$ cat src/source/spmc_readback_pkg.sv
`default_nettype none

package spmc_readback_pkg;

    ////////////////////////////////////////////////////////////
    // Word width shared by monitors and GPIO
    ////////////////////////////////////////////////////////////
    localparam int data_w = 32;

    // Decoded readback pages, page_none doubles as idle/unknown
    typedef enum logic [3:0] {
        page_none,
        page_z,
        page_bias,
        page_gvp_bias,
        page_pmd,
        page_z_servo,
        page_amc_fmc,
        page_srcs_mux,
        page_in_mux,
        page_adc,
        page_aux,
        page_uptime,
        page_timing_test,
        page_timing_reset,
        page_version,
        page_sys_state
    } rb_page_e;

    ////////////////////////////////////////////////////////////
    // Firmware readback addresses (decimal, as software uses)
    ////////////////////////////////////////////////////////////
    localparam logic [data_w-1:0] addr_z            = 32'd100001;
    localparam logic [data_w-1:0] addr_bias         = 32'd100002;
    localparam logic [data_w-1:0] addr_gvp_bias     = 32'd100003;
    localparam logic [data_w-1:0] addr_pmd          = 32'd100004;
    localparam logic [data_w-1:0] addr_z_servo      = 32'd100005;
    localparam logic [data_w-1:0] addr_amc_fmc      = 32'd100006;
    localparam logic [data_w-1:0] addr_srcs_mux     = 32'd100010;
    localparam logic [data_w-1:0] addr_in_mux       = 32'd100011;
    localparam logic [data_w-1:0] addr_adc          = 32'd100100; // ADC CH1/CH2
    localparam logic [data_w-1:0] addr_aux          = 32'd100999; // Spare pair
    localparam logic [data_w-1:0] addr_uptime       = 32'd101900;
    localparam logic [data_w-1:0] addr_timing_test  = 32'd101999;
    localparam logic [data_w-1:0] addr_timing_reset = 32'd102000;
    localparam logic [data_w-1:0] addr_version      = 32'd199997;
    localparam logic [data_w-1:0] addr_sys_state    = 32'd199999;

    // Build identification words
    localparam logic [data_w-1:0] version_id   = 32'hEC010099;
    localparam logic [data_w-1:0] version_date = 32'h20250328; // BCD build date

endpackage

`default_nettype wire

$ cat src/source/rb_addr_decode.sv
`default_nettype none

module rb_addr_decode (
    input  wire logic                                    aclk,
    input  wire logic                                    arst_n,
    input  wire logic [spmc_readback_pkg::data_w-1:0]    config_addr, // Raw GPIO address level
    output spmc_readback_pkg::rb_page_e                  page         // Decoded page, 1 cycle late
);

    spmc_readback_pkg::rb_page_e page_next;

    ////////////////////////////////////////////////////////////
    // Address compare
    ////////////////////////////////////////////////////////////
    always_comb
    begin
        case (config_addr)
            spmc_readback_pkg::addr_z:            page_next = spmc_readback_pkg::page_z;
            spmc_readback_pkg::addr_bias:         page_next = spmc_readback_pkg::page_bias;
            spmc_readback_pkg::addr_gvp_bias:     page_next = spmc_readback_pkg::page_gvp_bias;
            spmc_readback_pkg::addr_pmd:          page_next = spmc_readback_pkg::page_pmd;
            spmc_readback_pkg::addr_z_servo:      page_next = spmc_readback_pkg::page_z_servo;
            spmc_readback_pkg::addr_amc_fmc:      page_next = spmc_readback_pkg::page_amc_fmc;
            spmc_readback_pkg::addr_srcs_mux:     page_next = spmc_readback_pkg::page_srcs_mux;
            spmc_readback_pkg::addr_in_mux:       page_next = spmc_readback_pkg::page_in_mux;
            spmc_readback_pkg::addr_adc:          page_next = spmc_readback_pkg::page_adc;
            spmc_readback_pkg::addr_aux:          page_next = spmc_readback_pkg::page_aux;
            // Housekeeping pages
            spmc_readback_pkg::addr_uptime:       page_next = spmc_readback_pkg::page_uptime;
            spmc_readback_pkg::addr_timing_test:  page_next = spmc_readback_pkg::page_timing_test;
            spmc_readback_pkg::addr_timing_reset: page_next = spmc_readback_pkg::page_timing_reset;
            spmc_readback_pkg::addr_version:      page_next = spmc_readback_pkg::page_version;
            spmc_readback_pkg::addr_sys_state:    page_next = spmc_readback_pkg::page_sys_state;
            default:                              page_next = spmc_readback_pkg::page_none;
        endcase
    end

    ////////////////////////////////////////////////////////////
    // Page register
    ////////////////////////////////////////////////////////////
    // Wide compare ends here, downstream sees only the enum
    always_ff @(posedge aclk or negedge arst_n)
    begin
        if (!arst_n)
        begin
            page <= spmc_readback_pkg::page_none; // Unknown until first decode
        end
        else
        begin
            page <= page_next;
        end
    end

endmodule

`default_nettype wire

$ cat src/source/coldstart_tracker.sv
`default_nettype none

module coldstart_tracker (
    input  wire logic                                    aclk,
    input  wire logic                                    arst_n,
    input  spmc_readback_pkg::rb_page_e                  page,
    output logic      [spmc_readback_pkg::data_w-1:0]    sys_state, // Counted restarts
    output logic                                         startup    // Set until first version read
);

    logic armed; // Unknown address seen since last state read

    ////////////////////////////////////////////////////////////
    // Cold-start bookkeeping
    ////////////////////////////////////////////////////////////
    // Software visits an unknown address, then reads the state
    // page. Each such pair bumps sys_state once, so a restarted
    // host can tell it is talking to a core that kept running.
    always_ff @(posedge aclk or negedge arst_n)
    begin
        if (!arst_n)
        begin
            startup   <= 1'b1;
            armed     <= 1'b0;
            sys_state <= '0;
        end
        else
        begin
            case (page)
                spmc_readback_pkg::page_version:
                begin
                    startup <= 1'b0; // Sticky until next reset
                end
                spmc_readback_pkg::page_none:
                begin
                    armed <= 1'b1;
                end
                spmc_readback_pkg::page_sys_state:
                begin
                    if (armed)
                    begin
                        sys_state <= sys_state + 32'd1; // One count per visit
                        armed     <= 1'b0;
                    end
                end
                default:
                begin
                    // Monitor and timing pages leave state alone
                end
            endcase
        end
    end

endmodule

`default_nettype wire

$ cat src/source/uptime_clock.sv
`default_nettype none

module uptime_clock #(
    parameter int unsigned TICKS_PER_SEC = 125000000 // Fabric clock rate in Hz
) (
    input  wire logic                                    aclk,
    input  wire logic                                    arst_n,
    output logic      [spmc_readback_pkg::data_w-1:0]    sec_count,  // Whole seconds
    output logic      [spmc_readback_pkg::data_w-1:0]    tick_count  // Ticks left in second
);

    // Reload value for the fraction counter
    localparam logic [spmc_readback_pkg::data_w-1:0] tick_reload = TICKS_PER_SEC - 1;

    ////////////////////////////////////////////////////////////
    // Monotonic uptime
    ////////////////////////////////////////////////////////////
    // About 136 years before sec_count wraps at 125 MHz
    always_ff @(posedge aclk or negedge arst_n)
    begin
        if (!arst_n)
        begin
            sec_count  <= '0;
            tick_count <= '0; // First edge reloads, sec becomes 1
        end
        else if (tick_count == '0)
        begin
            tick_count <= tick_reload;
            sec_count  <= sec_count + 32'd1;
        end
        else
        begin
            tick_count <= tick_count - 32'd1; // Count down the fraction
        end
    end

endmodule

`default_nettype wire

$ cat src/source/readback_mux.sv
`default_nettype none

module readback_mux #(
    parameter int unsigned TICKS_PER_SEC = 125000000
) (
    input  wire logic                                    aclk,
    input  wire logic                                    arst_n,
    input  spmc_readback_pkg::rb_page_e                  page,

    // Z generator
    input  wire logic [spmc_readback_pkg::data_w-1:0]    z_gvp_mon,
    input  wire logic [spmc_readback_pkg::data_w-1:0]    z_slope_mon,
    // Bias chain
    input  wire logic [spmc_readback_pkg::data_w-1:0]    bias_sum_mon, // U0 + GVP + mod
    input  wire logic [spmc_readback_pkg::data_w-1:0]    bias_u0_mon,  // Set value
    input  wire logic [spmc_readback_pkg::data_w-1:0]    bias_gvp_mon,
    input  wire logic [spmc_readback_pkg::data_w-1:0]    bias_mod_mon, // Lock-in etc
    // PMD outputs
    input  wire logic [spmc_readback_pkg::data_w-1:0]    pmd_da_5a,
    input  wire logic [spmc_readback_pkg::data_w-1:0]    pmd_da_6b,
    // Z servo
    input  wire logic [spmc_readback_pkg::data_w-1:0]    z_servo_a,
    input  wire logic [spmc_readback_pkg::data_w-1:0]    z_servo_b,
    input  wire logic [spmc_readback_pkg::data_w-1:0]    gvp_amc,
    input  wire logic [spmc_readback_pkg::data_w-1:0]    gvp_fmc,
    // Multiplexer selects
    input  wire logic [spmc_readback_pkg::data_w-1:0]    srcs_mux_sel,
    input  wire logic [spmc_readback_pkg::data_w-1:0]    in_mux_sel,
    // ADC and spare
    input  wire logic [spmc_readback_pkg::data_w-1:0]    adc_ch1,
    input  wire logic [spmc_readback_pkg::data_w-1:0]    adc_ch2,
    input  wire logic [spmc_readback_pkg::data_w-1:0]    aux_a,
    input  wire logic [spmc_readback_pkg::data_w-1:0]    aux_b,
    // Housekeeping
    input  wire logic [spmc_readback_pkg::data_w-1:0]    sec_count,
    input  wire logic [spmc_readback_pkg::data_w-1:0]    tick_count,
    input  wire logic [spmc_readback_pkg::data_w-1:0]    sys_state,
    input  wire logic                                    startup,

    output logic      [spmc_readback_pkg::data_w-1:0]    gpio_data_a,
    output logic      [spmc_readback_pkg::data_w-1:0]    gpio_data_b
);

    localparam int dw = spmc_readback_pkg::data_w;

    // Clock rate word for the timing test page
    localparam logic [dw-1:0] ticks_word = TICKS_PER_SEC;

    ////////////////////////////////////////////////////////////
    // Output word registers
    ////////////////////////////////////////////////////////////
    always_ff @(posedge aclk or negedge arst_n)
    begin
        if (!arst_n)
        begin
            gpio_data_a <= '0;
            gpio_data_b <= '0;
        end
        else
        begin
            case (page)
                // Live monitor pairs
                spmc_readback_pkg::page_z:
                begin
                    gpio_data_a <= z_gvp_mon;
                    gpio_data_b <= z_slope_mon;
                end
                spmc_readback_pkg::page_bias:
                begin
                    gpio_data_a <= bias_sum_mon;
                    gpio_data_b <= bias_u0_mon;
                end
                spmc_readback_pkg::page_gvp_bias:
                begin
                    gpio_data_a <= bias_gvp_mon;
                    gpio_data_b <= bias_mod_mon;
                end
                spmc_readback_pkg::page_pmd:
                begin
                    gpio_data_a <= pmd_da_5a;
                    gpio_data_b <= pmd_da_6b;
                end
                spmc_readback_pkg::page_z_servo:
                begin
                    gpio_data_a <= z_servo_a;
                    gpio_data_b <= z_servo_b;
                end
                spmc_readback_pkg::page_amc_fmc:
                begin
                    gpio_data_a <= gvp_amc;
                    gpio_data_b <= gvp_fmc;
                end
                spmc_readback_pkg::page_srcs_mux:
                begin
                    gpio_data_a <= srcs_mux_sel;
                    gpio_data_b <= in_mux_sel;
                end
                spmc_readback_pkg::page_in_mux:
                begin
                    gpio_data_a <= in_mux_sel;
                    gpio_data_b <= '0; // Single-word page
                end
                spmc_readback_pkg::page_adc:
                begin
                    gpio_data_a <= adc_ch1;
                    gpio_data_b <= adc_ch2;
                end
                spmc_readback_pkg::page_aux:
                begin
                    gpio_data_a <= aux_a;
                    gpio_data_b <= aux_b;
                end
                // Housekeeping pages
                spmc_readback_pkg::page_uptime:
                begin
                    gpio_data_a <= sec_count;
                    gpio_data_b <= tick_count;
                end
                spmc_readback_pkg::page_timing_test:
                begin
                    gpio_data_a <= ticks_word;
                    gpio_data_b <= gpio_data_a; // Lags A by one cycle
                end
                spmc_readback_pkg::page_timing_reset:
                begin
                    gpio_data_a <= '0;
                    gpio_data_b <= '0;
                end
                spmc_readback_pkg::page_version:
                begin
                    gpio_data_a <= spmc_readback_pkg::version_id;
                    gpio_data_b <= spmc_readback_pkg::version_date;
                end
                spmc_readback_pkg::page_sys_state:
                begin
                    gpio_data_a <= sys_state; // Value before this edge
                    gpio_data_b <= {{(dw-1){1'b0}}, startup};
                end
                default:
                begin
                    // Free-running pattern, shows the link is alive
                    gpio_data_a <= gpio_data_a + 32'd1;
                    gpio_data_b <= gpio_data_a + 32'd13;
                end
            endcase
        end
    end

endmodule

`default_nettype wire

$ cat src/source/spmc_readback_top.sv
`default_nettype none

module spmc_readback_top #(
    parameter int unsigned TICKS_PER_SEC = 125000000
) (
    input  wire logic                                    aclk,
    input  wire logic                                    arst_n,
    input  wire logic [spmc_readback_pkg::data_w-1:0]    config_addr,

    // Monitor inputs from the surrounding core
    input  wire logic [spmc_readback_pkg::data_w-1:0]    z_gvp_mon,
    input  wire logic [spmc_readback_pkg::data_w-1:0]    z_slope_mon,
    input  wire logic [spmc_readback_pkg::data_w-1:0]    bias_sum_mon,
    input  wire logic [spmc_readback_pkg::data_w-1:0]    bias_u0_mon,
    input  wire logic [spmc_readback_pkg::data_w-1:0]    bias_gvp_mon,
    input  wire logic [spmc_readback_pkg::data_w-1:0]    bias_mod_mon,
    input  wire logic [spmc_readback_pkg::data_w-1:0]    pmd_da_5a,
    input  wire logic [spmc_readback_pkg::data_w-1:0]    pmd_da_6b,
    input  wire logic [spmc_readback_pkg::data_w-1:0]    z_servo_a,
    input  wire logic [spmc_readback_pkg::data_w-1:0]    z_servo_b,
    input  wire logic [spmc_readback_pkg::data_w-1:0]    gvp_amc,
    input  wire logic [spmc_readback_pkg::data_w-1:0]    gvp_fmc,
    input  wire logic [spmc_readback_pkg::data_w-1:0]    srcs_mux_sel,
    input  wire logic [spmc_readback_pkg::data_w-1:0]    in_mux_sel,
    input  wire logic [spmc_readback_pkg::data_w-1:0]    adc_ch1,
    input  wire logic [spmc_readback_pkg::data_w-1:0]    adc_ch2,
    input  wire logic [spmc_readback_pkg::data_w-1:0]    aux_a,
    input  wire logic [spmc_readback_pkg::data_w-1:0]    aux_b,

    // GPIO data words and uptime taps
    output wire logic [spmc_readback_pkg::data_w-1:0]    gpio_data_a,
    output wire logic [spmc_readback_pkg::data_w-1:0]    gpio_data_b,
    output wire logic [spmc_readback_pkg::data_w-1:0]    clock_sec,
    output wire logic [spmc_readback_pkg::data_w-1:0]    clock_ticks
);

    spmc_readback_pkg::rb_page_e                 page;      // Shared by tracker and mux
    logic [spmc_readback_pkg::data_w-1:0]        sys_state;
    logic                                        startup;

    ////////////////////////////////////////////////////////////
    // Input side
    ////////////////////////////////////////////////////////////
    rb_addr_decode u_decode (
        .aclk        (aclk),
        .arst_n      (arst_n),
        .config_addr (config_addr),
        .page        (page)
    );

    ////////////////////////////////////////////////////////////
    // Processing
    ////////////////////////////////////////////////////////////
    coldstart_tracker u_tracker (
        .aclk      (aclk),
        .arst_n    (arst_n),
        .page      (page),
        .sys_state (sys_state),
        .startup   (startup)
    );

    uptime_clock #(
        .TICKS_PER_SEC (TICKS_PER_SEC)
    ) u_uptime (
        .aclk       (aclk),
        .arst_n     (arst_n),
        .sec_count  (clock_sec),   // Also feeds the mux
        .tick_count (clock_ticks)
    );

    ////////////////////////////////////////////////////////////
    // Output side
    ////////////////////////////////////////////////////////////
    readback_mux #(
        .TICKS_PER_SEC (TICKS_PER_SEC)
    ) u_mux (
        .aclk         (aclk),
        .arst_n       (arst_n),
        .page         (page),
        .z_gvp_mon    (z_gvp_mon),
        .z_slope_mon  (z_slope_mon),
        .bias_sum_mon (bias_sum_mon),
        .bias_u0_mon  (bias_u0_mon),
        .bias_gvp_mon (bias_gvp_mon),
        .bias_mod_mon (bias_mod_mon),
        .pmd_da_5a    (pmd_da_5a),
        .pmd_da_6b    (pmd_da_6b),
        .z_servo_a    (z_servo_a),
        .z_servo_b    (z_servo_b),
        .gvp_amc      (gvp_amc),
        .gvp_fmc      (gvp_fmc),
        .srcs_mux_sel (srcs_mux_sel),
        .in_mux_sel   (in_mux_sel),
        .adc_ch1      (adc_ch1),
        .adc_ch2      (adc_ch2),
        .aux_a        (aux_a),
        .aux_b        (aux_b),
        .sec_count    (clock_sec),
        .tick_count   (clock_ticks),
        .sys_state    (sys_state),
        .startup      (startup),
        .gpio_data_a  (gpio_data_a),
        .gpio_data_b  (gpio_data_b)
    );

endmodule

`default_nettype wire

$ cat config.mk
export PLATFORM = sky130hd
export DESIGN_NAME = spmc_readback_top
export DESIGN_NICKNAME = d
export VERILOG_FILES = /design/src/source/spmc_readback_pkg.sv /design/src/source/rb_addr_decode.sv /design/src/source/coldstart_tracker.sv /design/src/source/uptime_clock.sv /design/src/source/readback_mux.sv /design/src/source/spmc_readback_top.sv
export SDC_FILE = /design/constraint.sdc
export NUM_CORES = 1
export LEC_CHECK = 0
export ABC_AREA = 0
export BUFFER_PORTS_ARGS = -buffer_cell sky130_fd_sc_hd__buf_2
export CORE_AREA = 2 2 288 290
export CTS_BUF_LIST = sky130_fd_sc_hd__clkbuf_8
export CTS_CLUSTER_DIAMETER = 30
export DETAILED_ROUTE_END_ITERATION = 8
export DIE_AREA = 0 0 290 292
export SLEW_MARGIN = 20
export SYNTH_ARGS = -nofsm -noshare
export SYNTH_HDL_FRONTEND = slang
export SYNTH_SLANG_ARGS = --single-unit
$ cat constraint.sdc
create_clock -name aclk -period 2.3 [get_ports aclk]
set_input_delay 0.46 -clock aclk [delete_from_list [all_inputs] [get_ports aclk]]
set_output_delay 0.46 -clock aclk [all_outputs]
set_load 0.01 [all_outputs]
==> impl_metrics.json <==
{
  "power-per-cell-area_nw_per_um2": 279,
  "worstPathMaxFanout": 6,
  "cts_root_buffer": "clkbuf_8",
  "p_clk_frac": 0.396,
  "drc": 0,
  "max_cap_viol_count": 0,
  "post-route-util": 0.275,
  "crit_chain": "buf_6, nor4bb_4, buf_12, buf_12, a222oi_1, and3_1, o21ai_1",
  "fp.dieW_um": 290,
  "antenna_left": 0,
  "grt_pass1_vias": 19000,
  "via_per_inst": 5.30,
  "synth-seq-cells": 166,
  "violations": "setup timing",
  "syn_avg_cell_area_um2": 8.58,
  "vias": 19700,
  "tightest_slew_ns": 0.977,
  "synth_nets": 2151,
  "leakage_nw": 9.72,
  "grt.total_usage": 0.312,
  "seq_power_share": 0.467,
  "clock_skew_ns": 0.0377,
  "fin_crit_ns": 2.47,
  "cts.sinks": 166,
  "wl_per_cell_um": 37.1,
  "ios": 738,
  "yosysWarnings": 0,
  "critical_path_arrival_ns": 2.97,
  "crit_type": "reg -> reg",
  "cts_tree": "built",
  "critPathMaxStageDelay_ns": 0.85,
  "period_share": 1.07,
  "combPwrFrac": 0.137,
  "grt_overflow": 0,
  "min_path_type": "in -> reg",
  "fmax_ghz": 0.405,
  "path_clk_slew_ns": 0.12,
  "grt_max_degree": 52,
  "critPathCaptureType": "register",
  "dp_hpwl_um": 117000,
  "synthArstFlopShare": 1.00,
  "synthCells": 1536,
  "setup_violations": 7,
  "slowest_stage": "a222oi_1",
  "num_rows": 105,
  "netlist-cell-type-count": 75,
  "die_h_um": 292,
  "place_ws_ns": -0.404,
  "antenna_found_initial": 178,
  "drt-total-wl_um": 137000,
  "p_sw_mw": 2.06,
  "areaGrowthSynthToFinish_pct": 70.0,
  "clock_latency_ns": 0.62,
  "fillCellCount": 9001,
  "outcome": "complete, but fails checks",
  "drt-initial-drc-count": 2298,
  "start_util": 0.161,
  "cts_buffers": 17,
  "synth_edf_count": 0,
  "cp_data_required_time_ns": 2.80,
  "slew_violations": 0,
  "setup_ws_ns": -0.166,
  "cts_max_path_buffers": 2,
  "synth_area_um2": 13200,
  "htree_levels": 4,
  "p_sw_frac": 0.330,
  "slew_headroom": 0.349,
  "layout-drive-gt1-share": 0.503,
  "crit_path_start_kind": "register",
  "detail_route.first_pass.iterations": 8,
  "synth_ff_type": "dfrtp_1",
  "dieArea_um2": 84700,
  "power.internal_mw": 4.18,
  "gp_congestion": 1.02,
  "core-area_um2": 81600,
  "crit_path_frequent_cell": "buf_12",
  "rsz0062_at_grt": "yes",
  "synth_seq_area_share": 0.315,
  "numPortBuffers": 737,
  "final_net_count": 3159,
  "ir_drop_mv": 0.242,
  "hold_viol": 0,
  "grt_pass1_wl_um": 178000
}
-- what timing repair did --
item                       4_1_cts  5_1_grt
setup buffers                   17       34
gates cloned                     2        2
hold buffers                     1        0
resized for setup               53       76
hold endpoints to repair        24        0
pin swaps                        9       31
setup endpoints to repair       27       56
-- logic make-up after synthesis --
kind of cell    synth area share
buf+inv                   0.0524
fa+ha+maj                0.00475
simple gates               0.242
compound gates             0.272
xor+xnor                  0.0918
mux                       0.0217
flops                      0.315
-- cell usage after synthesis (5+ instances only) --
cell | count | area share
buf_2 | 64 | 0.024
a31oi_1 | 6 | 0.0028
inv_1 | 17 | 0.0048
nor4bb_1 | 7 | 0.0053
a21oi_1 | 34 | 0.013
nor3_1 | 39 | 0.015
and3_1 | 36 | 0.017
nand3_1 | 69 | 0.026
a21o_1 | 6 | 0.0034
xnor2_1 | 98 | 0.065
clkbuf_1 | 65 | 0.019
o21ai_0 | 39 | 0.015
nor4_1 | 20 | 0.0095
a222oi_1 | 38 | 0.029
mux2_2 | 12 | 0.010
a221oi_1 | 43 | 0.029
a32oi_1 | 11 | 0.0073
o2111ai_1 | 5 | 0.0033
mux2i_1 | 15 | 0.011
o211ai_1 | 10 | 0.0057
a2111oi_0 | 5 | 0.0033
nand2_1 | 129 | 0.037
a2bb2oi_1 | 7 | 0.0047
nor4b_1 | 7 | 0.0047
or4_1 | 5 | 0.0028
nand2b_1 | 8 | 0.0038
buf_1 | 14 | 0.0040
nor2_1 | 89 | 0.025
xor2_1 | 40 | 0.027
ha_1 | 5 | 0.0047
a22oi_1 | 170 | 0.097
a22o_1 | 48 | 0.032
dfrtp_1 | 165 | 0.31
and2_1 | 9 | 0.0043
nor2b_1 | 17 | 0.0081
and4_1 | 17 | 0.011
or3_1 | 12 | 0.0057
nand4_1 | 68 | 0.032
-- layout by cell type (no fill, tap or decap), types with 12 or more instances in the layout --
master / Yosys / routed
buf_2: 64 / 736
a21oi_1: 34 / 32
a22o_1: 48 / 46
a221oi_1: 43 / 32
a22oi_1: 170 / 157
a22oi_2: 0 / 13
nor3_1: 39 / 39
diode_2: 0 / 81
and4_1: 17 / 14
clkbuf_8: 0 / 17
xnor2_1: 98 / 98
buf_4: 0 / 337
buf_12: 0 / 37
inv_1: 17 / 16
dfrtp_1: 165 / 161
nor2_1: 89 / 81
nand4_1: 68 / 68
o21ai_0: 39 / 33
a222oi_1: 38 / 38
and3_1: 36 / 30
mux2_2: 12 / 12
nor4_1: 20 / 18
mux2i_1: 15 / 14
nand3_1: 69 / 64
buf_6: 0 / 17
xor2_1: 40 / 40
nor2b_1: 17 / 12
nand2_1: 129 / 127
-- per-layer routing --
layer | vias up | wire length [um] | global-route usage
met5 | - | 943 | 0
met1 | 9609 | 51000 | 0.356
met2 | 1344 | 60900 | 0.486
met4 | 148 | 6520 | 0.136
met3 | 405 | 18100 | 0.161
li1 | 8151 | - | -
-- state kept, by name, indices dropped and copies added, names as in the netlist --
name,flops
u_decode.page,4
u_mux.gpio_data_a,32
u_mux.gpio_data_b,32
u_tracker.armed,1
u_tracker.startup,1
u_tracker.sys_state,32
u_uptime.sec_count,32
u_uptime.tick_count,32
-- critical path: cells and delay by family (launching register included) --
kind                   cells  cell delay [ns]
AND/OR/NAND/NOR            2             0.50
buffers and inverters      3             0.44
AO/OA/AOI/OAI              2             0.93
flip-flops                 1             0.49
-- metrics by stage --
step           setup TNS [ns]  instance area [um^2]  std cells  hold slack, ns  power [mW]
2_1_floorplan               0                 13200       1536           0.164        3.03
3_3_place_gp            -3.63                 20700       3541           0.406        3.80
3_5_place_dp            -3.74                 20700       3541           0.408        3.80
4_1_cts                -0.300                 21600       3593          0.0494        6.26
5_1_grt                -0.513                 22300       3670          0.0722        6.41
6_report               -0.367                 22400       3708          0.0907        6.24
-- final timing paths --
path                                          to  slack, ns              start  cells past startpoint
max                        u_mux.gpio_data_b[25]      -0.17   u_decode.page[2]                      7
min                         u_mux.gpio_data_b[2]       0.09       z_servo_b[2]                      3
max reg2reg                u_mux.gpio_data_b[25]      -0.17   u_decode.page[2]                      7
min reg2reg                    u_tracker.startup       0.50  u_tracker.startup                      1
max in group asynchronous       u_decode.page[1]       1.11             arst_n                      3
min in group asynchronous   u_mux.gpio_data_b[2]       0.33             arst_n                      2
-- layout make-up --
class / instances / area (um^2) / area share
Multi-Input combinational cell: 1208 / 8880 / 0.396
Timing Repair Buffer: 1134 / 7320 / 0.327
Sequential cell: 166 / 4160 / 0.186
Tap cell: 1070 / 1340 / 0.0598
Clock buffer: 17 / 234 / 0.0104
Antenna cell: 81 / 203 / 0.00905
Clock inverter: 15 / 194 / 0.00866
Inverter: 17 / 67.6 / 0.00302
-- power groups by stage --
stage	clock, mW	combinational [mW]	sequential, mW
floorplan	0	0.0532	2.97
global placement	0	0.824	2.97
detailed placement	0	0.830	2.97
CTS	2.50	0.842	2.92
global route	2.59	0.898	2.92
finish	2.47	0.855	2.92
No activity file was read; power rests on OpenSTA's default activity.
